--- src/common/fpu_pkg.sv ---
package fpu_pkg;

  // single-precision word and field positions
  typedef logic [31:0] fp_word_t;

  localparam int SIGN_BIT = 31;
  localparam int EXP_HI   = 30;
  localparam int EXP_LO   = 23;
  localparam int FRAC_HI  = 22;

  // retire tag carried alongside each operation
  typedef logic [5:0] fp_tag_t;

  // result buses visible to the operand bypass
  localparam int FWD_BUSES = 4;

  typedef logic [1:0] fwd_sel_t;

  typedef fp_word_t [FWD_BUSES-1:0] fwd_bus_t;

  // operations handled by this cluster
  typedef enum logic [3:0] {
    OP_CMP_EQ   = 4'd0,
    OP_CMP_LT   = 4'd1,
    OP_CMP_LE   = 4'd2,
    OP_AND      = 4'd3,
    OP_OR       = 4'd4,
    OP_XOR      = 4'd5,
    OP_ANDN     = 4'd6,
    OP_NEG      = 4'd7,
    OP_ABS      = 4'd8,
    OP_COPYSIGN = 4'd9
  } fp_op_t;

  // control/status register layout
  localparam int CSR_W        = 2;
  localparam int CSR_TRAP_EN  = 0;
  localparam int CSR_INV_FLAG = 1;

  typedef logic [CSR_W-1:0] csr_word_t;

  // op class, compare ops go to the compare unit
  function automatic logic is_compare(input fp_op_t op);
    logic res;
    case (op)
      OP_CMP_EQ,
      OP_CMP_LT,
      OP_CMP_LE: res = 1'b1;
      default:   res = 1'b0;
    endcase
    return res;
  endfunction

endpackage

--- src/common/fpu_stage_if.sv ---
interface fpu_stage_if;

  // issued operation, owned by the issue stage
  logic             valid;
  fpu_pkg::fp_op_t  op;
  fpu_pkg::fp_tag_t tag;
  fpu_pkg::fp_word_t a;
  fpu_pkg::fp_word_t b;

  // result stage can take an item this cycle
  logic advance;

  modport issue (
    output valid, op, tag, a, b,
    input  advance
  );

  modport exec (
    input  valid, op, tag, a, b,
    output advance
  );

endinterface

--- src/hw/fp_exec/fp_bitwise_unit.sv ---
module fp_bitwise_unit (
  input  fpu_pkg::fp_op_t    op,
  input  fpu_pkg::fp_word_t  a,
  input  fpu_pkg::fp_word_t  b,
  output fpu_pkg::fp_word_t  result
);

  localparam int SB = fpu_pkg::SIGN_BIT;

  always_comb begin
    case (op)
      fpu_pkg::OP_AND:  result = a & b;
      fpu_pkg::OP_OR:   result = a | b;
      fpu_pkg::OP_XOR:  result = a ^ b;
      fpu_pkg::OP_ANDN: result = a & ~b;
      // sign ops only touch the top bit of a
      fpu_pkg::OP_NEG:  result = {~a[SB], a[SB-1:0]};
      fpu_pkg::OP_ABS:  result = {1'b0, a[SB-1:0]};
      fpu_pkg::OP_COPYSIGN: begin
        result = {b[SB], a[SB-1:0]};
      end
      default:          result = '0;
    endcase
  end

endmodule

--- src/hw/fp_exec/fp_compare_unit.sv ---
module fp_compare_unit (
  input  fpu_pkg::fp_op_t    op,
  input  fpu_pkg::fp_word_t  a,
  input  fpu_pkg::fp_word_t  b,
  output fpu_pkg::fp_word_t  result,
  output logic               invalid
);

  logic a_nan;
  logic b_nan;
  logic a_snan;
  logic b_snan;
  logic any_nan;
  logic both_zero;
  logic eq;
  logic lt;

  // nan means exponent all ones with a nonzero fraction
  assign a_nan  = (&a[fpu_pkg::EXP_HI:fpu_pkg::EXP_LO]) && (|a[fpu_pkg::FRAC_HI:0]);
  assign b_nan  = (&b[fpu_pkg::EXP_HI:fpu_pkg::EXP_LO]) && (|b[fpu_pkg::FRAC_HI:0]);
  assign a_snan = a_nan && !a[fpu_pkg::FRAC_HI];
  assign b_snan = b_nan && !b[fpu_pkg::FRAC_HI];
  assign any_nan = a_nan || b_nan;

  // +0 and -0 compare equal
  assign both_zero = (a[fpu_pkg::EXP_HI:0] == '0) && (b[fpu_pkg::EXP_HI:0] == '0);

  assign eq = !any_nan && ((a == b) || both_zero);

  // sign-magnitude ordering
  always_comb begin
    if (any_nan || both_zero) begin
      lt = 1'b0;
    end else if (a[fpu_pkg::SIGN_BIT] != b[fpu_pkg::SIGN_BIT]) begin
      lt = a[fpu_pkg::SIGN_BIT];
    end else if (!a[fpu_pkg::SIGN_BIT]) begin
      lt = a[fpu_pkg::EXP_HI:0] < b[fpu_pkg::EXP_HI:0];
    end else begin
      lt = a[fpu_pkg::EXP_HI:0] > b[fpu_pkg::EXP_HI:0];
    end
  end

  always_comb begin
    result  = '0;
    invalid = 1'b0;
    case (op)
      fpu_pkg::OP_CMP_EQ: begin
        result[0] = eq;
        invalid   = a_snan || b_snan;
      end
      fpu_pkg::OP_CMP_LT: begin
        result[0] = lt;
        invalid   = any_nan;
      end
      fpu_pkg::OP_CMP_LE: begin
        result[0] = lt || eq;
        invalid   = any_nan;
      end
      default: ;
    endcase
  end

endmodule

--- src/hw/fp_exec/fp_result_stage.sv ---
module fp_result_stage (
  input  logic                clk,
  input  logic                rst,
  fpu_stage_if.exec           stage,
  output logic                out_valid,
  input  logic                out_ready,
  output fpu_pkg::fp_word_t   out_data,
  output fpu_pkg::fp_tag_t    out_tag,
  output logic                out_trap,
  input  logic                cfg_we,
  input  fpu_pkg::csr_word_t  cfg_wdata,
  output fpu_pkg::csr_word_t  cfg_rdata
);

  fpu_pkg::fp_word_t cmp_result;
  fpu_pkg::fp_word_t bit_result;
  fpu_pkg::fp_word_t sel_result;
  logic              cmp_invalid;
  logic              trap_en;
  logic              xfer;

  fp_compare_unit i_cmp (
    .op      (stage.op),
    .a       (stage.a),
    .b       (stage.b),
    .result  (cmp_result),
    .invalid (cmp_invalid)
  );

  fp_bitwise_unit i_bit (
    .op     (stage.op),
    .a      (stage.a),
    .b      (stage.b),
    .result (bit_result)
  );

  fpcsr_regs i_csr (
    .clk           (clk),
    .rst           (rst),
    .we            (cfg_we),
    .wdata         (cfg_wdata),
    .raise_invalid (xfer && cmp_invalid),
    .trap_en       (trap_en),
    .rdata         (cfg_rdata)
  );

  assign stage.advance = !out_valid || out_ready;
  assign xfer          = stage.valid && stage.advance;

  assign sel_result = fpu_pkg::is_compare(stage.op) ? cmp_result : bit_result;

  always_ff @(posedge clk) begin
    if (rst) begin
      out_valid <= 1'b0;
      out_trap  <= 1'b0;
    end else if (stage.advance) begin
      out_valid <= stage.valid;
      out_trap  <= stage.valid && cmp_invalid && trap_en;
    end
  end

  always_ff @(posedge clk) begin
    if (xfer) begin
      out_data <= sel_result;
      out_tag  <= stage.tag;
    end
  end

endmodule

--- src/hw/fp_exec/fpcsr_regs.sv ---
module fpcsr_regs (
  input  logic                clk,
  input  logic                rst,
  input  logic                we,
  input  fpu_pkg::csr_word_t  wdata,
  input  logic                raise_invalid,
  output logic                trap_en,
  output fpu_pkg::csr_word_t  rdata
);

  logic inv_flag;

  always_ff @(posedge clk) begin
    if (rst) begin
      trap_en  <= 1'b0;
      inv_flag <= 1'b0;
    end else begin
      if (we) begin
        trap_en <= wdata[fpu_pkg::CSR_TRAP_EN];
      end
      // a raise in the same cycle overrides a clearing write
      if (raise_invalid) begin
        inv_flag <= 1'b1;
      end else if (we) begin
        inv_flag <= wdata[fpu_pkg::CSR_INV_FLAG];
      end
    end
  end

  always_comb begin
    rdata                        = '0;
    rdata[fpu_pkg::CSR_TRAP_EN]  = trap_en;
    rdata[fpu_pkg::CSR_INV_FLAG] = inv_flag;
  end

endmodule

--- src/hw/fp_issue_stage.sv ---
module fp_issue_stage (
  input  logic               clk,
  input  logic               rst,
  input  logic               in_valid,
  output logic               in_ready,
  input  fpu_pkg::fp_op_t    in_op,
  input  fpu_pkg::fp_tag_t   in_tag,
  input  fpu_pkg::fp_word_t  in_a,
  input  fpu_pkg::fp_word_t  in_b,
  input  logic               fwd_now_a,
  input  logic               fwd_old_a,
  input  logic               fwd_now_b,
  input  logic               fwd_old_b,
  input  fpu_pkg::fwd_sel_t  fwd_sel_a,
  input  fpu_pkg::fwd_sel_t  fwd_sel_b,
  input  fpu_pkg::fwd_bus_t  fwd_bus,
  fpu_stage_if.issue         stage
);

  logic              valid_q;
  fpu_pkg::fp_op_t   op_q;
  fpu_pkg::fp_tag_t  tag_q;
  fpu_pkg::fp_word_t a_q;
  fpu_pkg::fp_word_t b_q;
  fpu_pkg::fp_word_t opnd_a;
  fpu_pkg::fp_word_t opnd_b;

  operand_forward i_fwd_a (
    .clk       (clk),
    .reg_value (in_a),
    .fwd_now   (fwd_now_a),
    .fwd_old   (fwd_old_a),
    .fwd_sel   (fwd_sel_a),
    .fwd_bus   (fwd_bus),
    .operand   (opnd_a)
  );

  operand_forward i_fwd_b (
    .clk       (clk),
    .reg_value (in_b),
    .fwd_now   (fwd_now_b),
    .fwd_old   (fwd_old_b),
    .fwd_sel   (fwd_sel_b),
    .fwd_bus   (fwd_bus),
    .operand   (opnd_b)
  );

  // slot frees up when empty or when the item moves on this cycle
  assign in_ready = !valid_q || stage.advance;

  always_ff @(posedge clk) begin
    if (rst) begin
      valid_q <= 1'b0;
    end else if (in_ready) begin
      valid_q <= in_valid;
    end
  end

  // payload only loads on acceptance, held under stall
  always_ff @(posedge clk) begin
    if (in_valid && in_ready) begin
      op_q  <= in_op;
      tag_q <= in_tag;
      a_q   <= opnd_a;
      b_q   <= opnd_b;
    end
  end

  assign stage.valid = valid_q;
  assign stage.op    = op_q;
  assign stage.tag   = tag_q;
  assign stage.a     = a_q;
  assign stage.b     = b_q;

endmodule

--- src/hw/fpu_cluster.sv ---
module fpu_cluster (
  input  logic                clk,
  input  logic                rst,

  // operation input
  input  logic                in_valid,
  output logic                in_ready,
  input  fpu_pkg::fp_op_t     in_op,
  input  fpu_pkg::fp_tag_t    in_tag,
  input  fpu_pkg::fp_word_t   in_a,
  input  fpu_pkg::fp_word_t   in_b,

  // bypass controls
  input  logic                fwd_now_a,
  input  logic                fwd_old_a,
  input  fpu_pkg::fwd_sel_t   fwd_sel_a,
  input  logic                fwd_now_b,
  input  logic                fwd_old_b,
  input  fpu_pkg::fwd_sel_t   fwd_sel_b,
  input  fpu_pkg::fwd_bus_t   fwd_bus,

  // result output
  output logic                out_valid,
  input  logic                out_ready,
  output fpu_pkg::fp_word_t   out_data,
  output fpu_pkg::fp_tag_t    out_tag,
  output logic                out_trap,

  // csr access
  input  logic                cfg_we,
  input  fpu_pkg::csr_word_t  cfg_wdata,
  output fpu_pkg::csr_word_t  cfg_rdata
);

  fpu_stage_if stage_if ();

  fp_issue_stage i_issue (
    .clk       (clk),
    .rst       (rst),
    .in_valid  (in_valid),
    .in_ready  (in_ready),
    .in_op     (in_op),
    .in_tag    (in_tag),
    .in_a      (in_a),
    .in_b      (in_b),
    .fwd_now_a (fwd_now_a),
    .fwd_old_a (fwd_old_a),
    .fwd_now_b (fwd_now_b),
    .fwd_old_b (fwd_old_b),
    .fwd_sel_a (fwd_sel_a),
    .fwd_sel_b (fwd_sel_b),
    .fwd_bus   (fwd_bus),
    .stage     (stage_if.issue)
  );

  fp_result_stage i_result (
    .clk       (clk),
    .rst       (rst),
    .stage     (stage_if.exec),
    .out_valid (out_valid),
    .out_ready (out_ready),
    .out_data  (out_data),
    .out_tag   (out_tag),
    .out_trap  (out_trap),
    .cfg_we    (cfg_we),
    .cfg_wdata (cfg_wdata),
    .cfg_rdata (cfg_rdata)
  );

endmodule

--- src/hw/operand_forward.sv ---
module operand_forward (
  input  logic               clk,
  input  fpu_pkg::fp_word_t  reg_value,
  input  logic               fwd_now,
  input  logic               fwd_old,
  input  fpu_pkg::fwd_sel_t  fwd_sel,
  input  fpu_pkg::fwd_bus_t  fwd_bus,
  output fpu_pkg::fp_word_t  operand
);

  // one-cycle-old view of every result bus
  fpu_pkg::fwd_bus_t fwd_bus_q;

  // runs every cycle, stalls do not matter here
  always_ff @(posedge clk) begin
    fwd_bus_q <= fwd_bus;
  end

  // current bus beats old bus beats register file
  always_comb begin
    if (fwd_now) begin
      operand = fwd_bus[fwd_sel];
    end else if (fwd_old) begin
      operand = fwd_bus_q[fwd_sel];
    end else begin
      operand = reg_value;
    end
  end

endmodule

--- config.mk ---
export PLATFORM = sky130hd
export DESIGN_NAME = fpu_cluster
export DESIGN_NICKNAME = d
export VERILOG_FILES = /design/src/common/fpu_pkg.sv /design/src/common/fpu_stage_if.sv /design/src/hw/fp_exec/fp_bitwise_unit.sv /design/src/hw/fp_exec/fp_compare_unit.sv /design/src/hw/fp_exec/fp_result_stage.sv /design/src/hw/fp_exec/fpcsr_regs.sv /design/src/hw/fp_issue_stage.sv /design/src/hw/fpu_cluster.sv /design/src/hw/operand_forward.sv
export SDC_FILE = /design/constraint.sdc
export NUM_CORES = 1
export LEC_CHECK = 0
export ABC_AREA = 1
export BUFFER_PORTS_ARGS = -buffer_cell sky130_fd_sc_hd__clkbuf_2
export CORE_UTILIZATION = 30
export DETAILED_ROUTE_END_ITERATION = 10
export GPL_TIMING_DRIVEN = 0
export HOLD_SLACK_MARGIN = 0.02
export PLACE_DENSITY = 0.51
export SYNTH_ARGS = -nofsm -noshare
export SYNTH_HDL_FRONTEND = slang
export SYNTH_SLANG_ARGS = --single-unit
export TNS_END_PERCENT = 1
--- constraint.sdc ---
create_clock -name clk -period 4.3 [get_ports clk]
set_clock_uncertainty 0.05 [all_clocks]
set_input_delay 1.29 -clock clk [delete_from_list [all_inputs] [get_ports clk]]
set_output_delay 1.29 -clock clk [all_outputs]
set_load 0.005 [all_outputs]
==> impl_summary.txt, run 1 <==
----------------------------------------------------
[Status]
  Run status ... complete, no violations

[Clock network]
  Cell at the root of the clock tree ... sky130_fd_sc_hd__clkbuf_16
  Number of clock sinks ... 245
  H-Tree Depth ... 1
  Buffer levels on the longest clock path ... 3
  Skew-Pair Late Insertion Delay ... between 0.6 and 0.7 ns
  Count of hold buffers inserted by post-cts repair ... 0
  TritonCTS clock tree ... built
  CTS Buf Count ... 31
  Post-cts sizing count ... 0
  Clock edge transition at the registers on the reported setup and hold paths ... around 0.060 ns
  Number of buffers added for setup after CTS ... 0

[Global route]
  Total GRT Usage ... 0.264
  Via count of the first global-routing pass ... 14122
  Global-route wire length before repair ... about 92000 µm
  Total grt overflow ... 0
  Largest net degree at the start of global routing ... 75
  Number of antenna violations at the first check in global routing ... 3

[Timing]
  Final min period ... 3.37 ns
  Final Hold Violating Endpoints ... 0
  Final Max Tran Viols ... 0
  Final count of negative-setup-slack endpoints ... 0
  Maximum operating frequency ... roughly 0.3 GHz
  Unrepaired setup endpoints after global routing ... no
  Actual transition at the worst max-transition pin ... slightly below 1 ns
  Relative max-transition margin ... 0.357
  Fraction of the cycle the final worst path needs ... 0.783
  Final WS setup ... slightly above 0.9 ns

[Min path]
  Hold path startpoint ... i_issue.stage.tag[5]
  Worst min path class ... reg -> reg

[Job]
  # Max-Cap Violations ... 0

[Critical path]
  Largest fanout on the critical path ... 5
  Setup crit end kind ... output port
  Critical R2R Capture ... i_result.out_data[0]
  Worst reg-to-reg path cell count ... 14
  Launch instance of the worst register-to-register path ... i_issue.stage.b[6]
  Arrival time of data at the critical path endpoint ... between 2 and 2.5 ns
  Critical Path End ... in_ready
  Required time of the critical path ... around 3.0 ns
  Worst setup path startpoint ... out_ready
  Critical Path Start Type ... input port
  WS Path Type ... in -> out
  Slack of the worst reg-to-reg path ... about 2.0 ns

[Yosys]
  Share of Yosys cell area claimed by the top area cell type ... 0.239
  Top_reg_cell synth ... sky130_fd_sc_hd__dfxtp_1
  Number of library cell types mapped by synthesis ... 33
  Number of storage elements in the synthesis netlist ... about 250
  Total number of yosys warnings ... 0
  Post-Syn Area per Cell ... approximately 7.8 µm²
  Leading cell types by total area after synthesis ... sky130_fd_sc_hd__edfxtp_1, sky130_fd_sc_hd__dfxtp_1, sky130_fd_sc_hd__o21ai_0
  Post-synth top cells ... sky130_fd_sc_hd__o21ai_0, sky130_fd_sc_hd__inv_1, sky130_fd_sc_hd__nand2_1, sky130_fd_sc_hd__nor2_1, sky130_fd_sc_hd__a21oi_1
  Seq/Total Area, Yosys ... 0.429
  Synthesized instance count ... roughly 1800
  Number of flops mapped to enable cells by yosys ... about 110
  Cell type with the highest aggregate area in the netlist ... sky130_fd_sc_hd__edfxtp_1
  Synthesized Nets ... 2087
  Combined area of all synthesized cells ... ~14000 µm²
  Most instantiated library cell after synthesis ... sky130_fd_sc_hd__o21ai_0
  Share of synthesized flip-flops with an asynchronous set or reset ... 0

[Die]
  Area of the core ... approximately 46000 µm²
  Die Footprint ... 47700 µm²
  Vertical die dimension ... about 220 µm
  I/O pin count ... 260
  Die W ... ~220 µm
  Num rows ... between 70 and 80
  Effective utilization at floorplan ... 0.307

[Placed design]
  Number of instances in the placed design ... between 2000 and 3000
  Final Wtd Congestion ... 0.953
  Post-place setup slack ... roughly 0.77 ns
  Number of input and output port buffers inserted ... approximately 250
  Detailed Place HPWL ... about 50000 µm

[Route]
  Detailed-routed wire length on met3 ... between 5000 and 6000 µm
  Per-cell via count in the routed design ... around 5.4
  Detailed-route via count ... roughly 15000
  Detailed route wirelength on metal2 ... around 29000 µm
  Total DRC errors in the routed layout ... 0
  Final wirelength ... between 60000 and 70000 µm
  Count of nets left with antenna violations after detail routing ... 0
  Routed length per placed instance ... around 24 µm
  Total iterations of the first detailed-routing run ... 5
  M1 WL ... approximately 27000 µm
  Violation count after the first detailed-routing iteration ... 1658
  Uppermost routed layer ... met5

[Finish]
  N_diodes ... 0
  Number of nets in the layout ... about 2400
  Number of fill cells in the layout ... ~4800
  Number of cells in the finished layout apart from fillers ... 2718
  Proportion of layout cells with a drive suffix above 1 ... 0.178
  Area growth from synthesis to layout ... 21.9%

[Power]
  Peak supply drop ... approximately 290 µV
  Leakage power ... roughly 0.0076 µW
  Cell Pwr Density ... between 300 and 400 nW/µm²

----------------------------------------------------
[how the worst min path moves through the flow]
| stage | slack [ns] | end | depth (start not counted) |
|---|---|---|---|
| floorplan | 0.35 | i_result.out_tag[0] | 0 |
| global placement | 0.35 | i_result.out_tag[3] | 0 |
| detailed placement | 0.36 | i_result.out_tag[2] | 0 |
| CTS | 0.37 | i_result.out_tag[2] | 0 |
| global route | 0.37 | i_result.out_tag[2] | 0 |
| finish | 0.37 | i_result.out_tag[5] | 0 |
[cells by family (layout without fill, tap and decap cells)]
| family | count (synthesis) | count (layout) | share of synthesized area |
|---|---|---|---|
| adders and majority gates | 63 | 63 | 0.0561 |
| DFF | 245 | 245 | 0.429 |
| muxes | 2 | 2 | 0.00142 |
| and+or+nand+nor | 496 | 496 | 0.142 |
| AOI/OAI and AO/OA | 638 | 638 | 0.263 |
| buffers and inverters | 363 | 674 | 0.109 |
[cells in the final DEF (no fill, tap or decap), types with 8 or more instances in the layout]
cell,instances
sky130_fd_sc_hd__ha_1,63
sky130_fd_sc_hd__inv_1,234
sky130_fd_sc_hd__o221ai_1,28
sky130_fd_sc_hd__o22ai_1,10
sky130_fd_sc_hd__buf_2,48
sky130_fd_sc_hd__nor2_1,203
sky130_fd_sc_hd__o211ai_1,105
sky130_fd_sc_hd__nand2_1,221
sky130_fd_sc_hd__clkbuf_2,253
sky130_fd_sc_hd__clkinv_2,8
sky130_fd_sc_hd__edfxtp_1,112
sky130_fd_sc_hd__nand3_1,38
sky130_fd_sc_hd__dfxtp_1,133
sky130_fd_sc_hd__o21ai_0,236
sky130_fd_sc_hd__clkbuf_16,31
sky130_fd_sc_hd__a31oi_1,86
sky130_fd_sc_hd__buf_6,10
sky130_fd_sc_hd__nor3_1,8
sky130_fd_sc_hd__a21oi_1,162
sky130_fd_sc_hd__clkbuf_1,57
sky130_fd_sc_hd__nand4_1,19
sky130_fd_sc_hd__buf_1,8
[cell type report]
cell class | count | area, µm² | area share
clock buffers | 41 | 863 | 0.0504
multi-input cells | 1199 | 6500 | 0.380
clock inverters | 17 | 150 | 0.00877
plain buffers | 127 | 641 | 0.0374
well taps | 600 | 751 | 0.0438
inverters | 236 | 888 | 0.0519
flip-flops and latches | 245 | 6030 | 0.352
repair buffers | 253 | 1300 | 0.0761
[state kept, by name, summed over array words and instances, names as in the netlist]
signal                     flops
i_issue.i_fwd_a.fwd_bus_q     96
i_issue.i_fwd_b.fwd_bus_q     32
i_issue.stage.a               32
i_issue.stage.b               32
i_issue.stage.op               4
i_issue.stage.tag              6
i_issue.stage.valid            1
i_result.i_csr.inv_flag        1
i_result.i_csr.trap_en         1
i_result.out_data             32
i_result.out_tag               6
i_result.out_trap              1
i_result.out_valid             1
[per-stage QoR]
step	total power (µW)	utilization	hold WS [ns]	instance area [µm²]	setup TNS (ns)
floorplan	3380	-	0.350	14000	0
global placement	3930	0.351	0.354	16100	-4.88
detailed placement	3940	0.352	0.359	16100	0
CTS	6530	0.374	0.373	17100	0
global route	6750	0.374	0.373	17100	0
finish	6500	0.374	0.371	17100	0
[worst max-delay path: stages]
cell and delay [ns]:
sky130_fd_sc_hd__clkbuf_2 0.08, sky130_fd_sc_hd__nor2_1 0.35, sky130_fd_sc_hd__nand2_1 0.16, sky130_fd_sc_hd__clkbuf_2 0.15
[where the power goes]
part	switching (µW)	total, µW	internal (µW)
registers	110	2730	2620
clock network	1050	2580	1530
logic	814	1200	386
[layer usage]
layer  track usage  vias to the layer above
li1              -                     6821
met1         0.346                     6994
met2         0.426                      818
met3        0.0482                      164
met4         0.107                        4
met5             0                        -
Power figures use the tool's default switching activity.
==> run 2: changes to the inputs <==
--- a/config.mk
+++ b/config.mk
@@ -5,13 +5,13 @@
 export SDC_FILE = /design/constraint.sdc
 export NUM_CORES = 1
 export LEC_CHECK = 0
-export ABC_AREA = 1
+export ABC_AREA = 0
 export BUFFER_PORTS_ARGS = -buffer_cell sky130_fd_sc_hd__clkbuf_2
 export CORE_UTILIZATION = 30
 export DETAILED_ROUTE_END_ITERATION = 10
 export GPL_TIMING_DRIVEN = 0
 export HOLD_SLACK_MARGIN = 0.02
-export PLACE_DENSITY = 0.51
+export PLACE_DENSITY = 0.52
 export SYNTH_ARGS = -nofsm -noshare
 export SYNTH_HDL_FRONTEND = slang
 export SYNTH_SLANG_ARGS = --single-unit
==> constraint.sdc (replaced) <==
create_clock -name clk -period 3.2 [get_ports clk]
set_clock_uncertainty 0.05 [all_clocks]
set_input_delay 0.96 -clock clk [delete_from_list [all_inputs] [get_ports clk]]
set_output_delay 0.96 -clock clk [all_outputs]
set_load 0.005 [all_outputs]
==> run 2 against run 1 <==
  * Utilization up 0.39 points
  * Largest cell class unchanged
  * Design area down 6.6%
  * Combinational power up 9%
==> impl_summary.txt, run 2 <==
----------------------------------------------------
[Status]
  Run status ... complete, no violations

[Finish]
  Number of flip-flops under the largest register name ... 96 (unchanged)
  Most common cell after layout, fill and taps aside ... sky130_fd_sc_hd__clkbuf_2
  Number of nets in the layout ... 1612 (-32%)
  Number of fill cells in the layout ... 4162 (-13%)
  Register with the most flip-flops ... i_issue.i_fwd_a.fwd_bus_q
  Area growth from synthesis to layout ... 22.9%
  Proportion of layout cells with a drive suffix above 1 ... 0.331 (+0.153)
  Most frequent cells in the layout ... sky130_fd_sc_hd__clkbuf_2, sky130_fd_sc_hd__dfxtp_1, sky130_fd_sc_hd__mux4_2, sky130_fd_sc_hd__edfxtp_1, sky130_fd_sc_hd__nand2_1

[Clock network]
  Clock edge transition at the registers on the reported setup and hold paths ... 0.06 ns (about the same)
  CTS Buf Count ... 29 (-6.5%)
  Skew-Pair Late Insertion Delay ... 0.57 ns (-0.04 ns)
  Count of hold buffers inserted by post-cts repair ... 0 (unchanged)
  Buffer levels on the longest clock path ... 3 (unchanged)
  TritonCTS clock tree ... built
  Number of clock sinks ... 245 (unchanged)
  H-Tree Depth ... 1 (unchanged)
  Cell at the root of the clock tree ... sky130_fd_sc_hd__clkbuf_16

[Power]
  Sequential power share ... 0.450 (+0.031)
  Psw ... 2150 µW (+9.0%)
  Cell Pwr Density ... 512 nW/µm² (+35%)
  Internal Power ... 6030 µW (+33%)
  Proportion of power drawn by the clock network ... 0.390 (-0.006)
  Leakage power ... 0.00656 µW (-14%)
  Peak supply drop ... 403 µV (+39%)
  Share of total power in combinational logic ... 0.160 (-0.025)
  Switching power share of the total ... 0.263 (-0.0406)
  Post-route total power ... 8180 µW (+26%)

[Global route]
  Total grt overflow ... 0 (unchanged)
  Largest net degree at the start of global routing ... 69 (-8.0%)
  Via count of the first global-routing pass ... 10007 (-29%)
  Number of antenna violations at the first check in global routing ... 8 (+5)
  Global-route wire length before repair ... 61300 µm (-33%)
  Total GRT Usage ... 0.186 (-0.0779)

[Min path]
  Worst min path class ... reg -> reg
  Hold path startpoint ... i_issue.stage.tag[5]
  Hold path cells ... 0 (unchanged)
  Sink of the worst hold path ... i_result.out_tag[5]

[Yosys]
  Xor-xnor portion of the synthesized cell area ... 0 (unchanged)
  Dominant combinational cell family by area after synthesis ... multiplexers
  Post-Syn Area per Cell ... 12.4 µm² (+60%)
  Number of storage elements in the synthesis netlist ... 245 (unchanged)
  Cell type with the highest aggregate area in the netlist ... sky130_fd_sc_hd__edfxtp_1
  Share of synthesized flip-flops with an asynchronous set or reset ... 0 (unchanged)
  Number of library cell types mapped by synthesis ... 50 (+52%)
  Post-synth top cells ... sky130_fd_sc_hd__dfxtp_1, sky130_fd_sc_hd__mux4_2, sky130_fd_sc_hd__edfxtp_1, sky130_fd_sc_hd__nand2_1, sky130_fd_sc_hd__o21ai_0
  Synthesized Nets ... 1328 (-36%)
  Synthesized instance count ... 1048 (-42%)
  Combined area of all synthesized cells ... 13000 µm² (-7.4%)
  Top_reg_cell synth ... sky130_fd_sc_hd__dfxtp_1
  Adder and majority gate portion of the synthesized area ... 0.0606 (+0.00445)
  Complex-gate fraction of the synthesized area ... 0.0854 (-0.178)
  Total number of yosys warnings ... 0 (unchanged)
  Synthesized-area fraction occupied by and/or/nand/nor cells ... 0.0771 (-0.0644)
  Seq/Total Area, Yosys ... 0.463 (+0.0341)
  Number of flops mapped to enable cells by yosys ... 112 (unchanged)
  Share of Yosys cell area claimed by the top area cell type ... 0.258 (+0.0190)
  Leading cell types by total area after synthesis ... sky130_fd_sc_hd__edfxtp_1, sky130_fd_sc_hd__mux4_2, sky130_fd_sc_hd__dfxtp_1
  Most instantiated library cell after synthesis ... sky130_fd_sc_hd__dfxtp_1
  Mux contribution to synthesized area ... 0.272 (+0.271)

[Timing]
  Final min period ... roughly 3.1 ns
  Final setup TNS ... 0 ns (unchanged)
  Final count of negative-setup-slack endpoints ... 0 (unchanged)
  Relative max-transition margin ... 0.286 (-0.0713)
  Unrepaired setup endpoints after global routing ... yes
  Fraction of the cycle the final worst path needs ... 0.966
  Maximum operating frequency ... between 0.3 and 0.4 GHz
  Final Max Tran Viols ... 0 (unchanged)
  Final Hold Violating Endpoints ... 0 (unchanged)
  Actual transition at the worst max-transition pin ... 1.07 ns (+0.107 ns)

[Die]
  Num rows ... 75 (-3.8%)
  Die W ... 210 µm (-3.7%)
  Vertical die dimension ... 210 µm (-3.7%)
  Effective utilization at floorplan ... 0.308 (+0.000599)
  Area of the core ... 42300 µm² (-7.5%)
  I/O pin count ... 260 (unchanged)
  Die Footprint ... 44200 µm² (-7.3%)

[Route]
  Violation count after the first detailed-routing iteration ... 532 (-68%)
  Count of nets left with antenna violations after detail routing ... 0 (unchanged)
  Detailed-route via count ... 9692 (-35%)
  Total iterations of the first detailed-routing run ... 7 (+2)
  Final wirelength ... 41200 µm (-36%)
  Total DRC errors in the routed layout ... 0 (unchanged)
  Per-cell via count in the routed design ... 5.00 (-8.1%)
  Routed length per placed instance ... 21.3 µm (-10%)

[Placed design]
  Final Wtd Congestion ... 0.877 (-7.9%)
  Detailed Place HPWL ... 31800 µm (-35%)
  Number of input and output port buffers inserted ... 251 (unchanged)

[Job]
  # Max-Cap Violations ... 0 (unchanged)

[Critical path]
  Arrival time of data at the critical path endpoint ... 3.33 ns (+1.30 ns)
  Worst reg-to-reg path cell count ... 9 (-5)
  Launch instance of the worst register-to-register path ... i_issue.stage.b[14]
  Setup crit end kind ... register
  Slowest cell on the critical path ... sky130_fd_sc_hd__or4b_4
  Largest fanout on the critical path ... 4 (-1)
  Critical R2R Capture ... i_result.out_data[0]
  Delay-heaviest family, CP ... simple AND/OR/NAND/NOR gates
  Slack of the worst reg-to-reg path ... 0.11 ns (-1.91 ns)
  Stage delay of the slowest cell on the critical path ... 0.54 ns (+0.19 ns)
  WS Path Type ... reg -> reg
  Number of buffer and inverter stages on the critical path ... 1 (-1)
  Required time of the critical path ... 3.44 ns (+0.48 ns)
  Critical Path Start Type ... register
  Cell-by-cell trace of the critical path ... inv_1 > ha_1 > or4_4 > or4b_4 > a31oi_1 > o41ai_2 > nand3_1 > o221a_1 > o31ai_4

----------------------------------------------------
==> run 2: metal layers <==
metal  vias up  global-route usage  part of all wire
li1       4541                   -                 -
met4         6              0.0566             0.026
met1      4786               0.228              0.40
met2       290               0.326              0.51
met5         -                   0            0.0010
met3        69              0.0404             0.061
==> run 2: metrics by stage <==
| stage | area [µm²] | utilization | setup WS [ns] | cells | hold WS [ns] |
|---|---|---|---|---|---|
| after global placement | 15000 | 0.354 | -1.26 | 1876 | 0.353 |
| after global routing | 16000 | 0.378 | -0.00419 | 1936 | 0.384 |
| final | 16000 | 0.378 | 0.109 | 1937 | 0.370 |
| after detailed placement | 15100 | 0.356 | -0.607 | 1878 | 0.356 |
| after CTS | 16000 | 0.378 | 0.00140 | 1932 | 0.374 |
| after floorplan | 13000 | - | -0.164 | 1048 | 0.350 |
==> run 2: area by class of cell <==
class,instances,area [µm²],share of cell area
Multi-Input combinational cell,662,6470,0.404
Sequential cell,245,6030,0.377
Buffer,67,269,0.0168
Timing Repair Buffer,253,1300,0.0815
Clock inverter,16,129,0.00805
Tap cell,577,722,0.0451
Clock buffer,38,790,0.0493
Antenna cell,5,12.5,0.000782
Inverter,74,278,0.0174
==> run 2: cell families after synthesis <==
logic type,count (synthesis)
fa+ha+maj,63
simple gates,212
mux,194
flops,245
compound gates,193
buf+inv,141
==> run 2: how the worst max path moves through the flow <==
| stage | startpoint | endpoint | slack, ns | depth (start not counted) |
|---|---|---|---|---|
| 2_1_floorplan | out_ready | i_issue.stage.a[0] | -0.16 | 3 |
| 3_3_place_gp | out_ready | i_issue.stage.a[28] | -1.26 | 4 |
| 3_5_place_dp | fwd_sel_a[0] | i_issue.stage.a[13] | -0.61 | 5 |
| 4_1_cts | fwd_sel_b[0] | i_issue.stage.b[13] | 0.001 | 5 |
| 5_1_grt | fwd_sel_a[0] | i_issue.stage.a[9] | -0.004 | 5 |
| 6_report | i_issue.stage.b[14] | i_result.out_data[0] | 0.11 | 9 |
==> run 2: timing repair <==
item                       4_1_cts  5_1_grt
gates resized for setup          2        4
buffers inserted                 0        0
setup endpoints to repair        4       18
pin swaps                        0        1
==> run 2: worst reg2reg max path: stages, from the launching register on <==
cell and delay [ns]:
sky130_fd_sc_hd__edfxtp_1 0.43, sky130_fd_sc_hd__inv_1 0.09, sky130_fd_sc_hd__ha_1 0.34, sky130_fd_sc_hd__or4_4 0.53
sky130_fd_sc_hd__or4b_4 0.54, sky130_fd_sc_hd__a31oi_1 0.25, sky130_fd_sc_hd__o41ai_2 0.13, sky130_fd_sc_hd__nand3_1 0.12
sky130_fd_sc_hd__o221a_1 0.23, sky130_fd_sc_hd__o31ai_4 0.09
==> run 2: power groups by stage <==
stage | logic [µW] | clock network (µW) | registers [µW]
floorplan | 823 | 0 | 3690
CTS | 1320 | 3280 | 3680
detailed placement | 1320 | 0 | 3750
finish | 1310 | 3190 | 3680
global route | 1450 | 3380 | 3710
global placement | 1300 | 0 | 3750
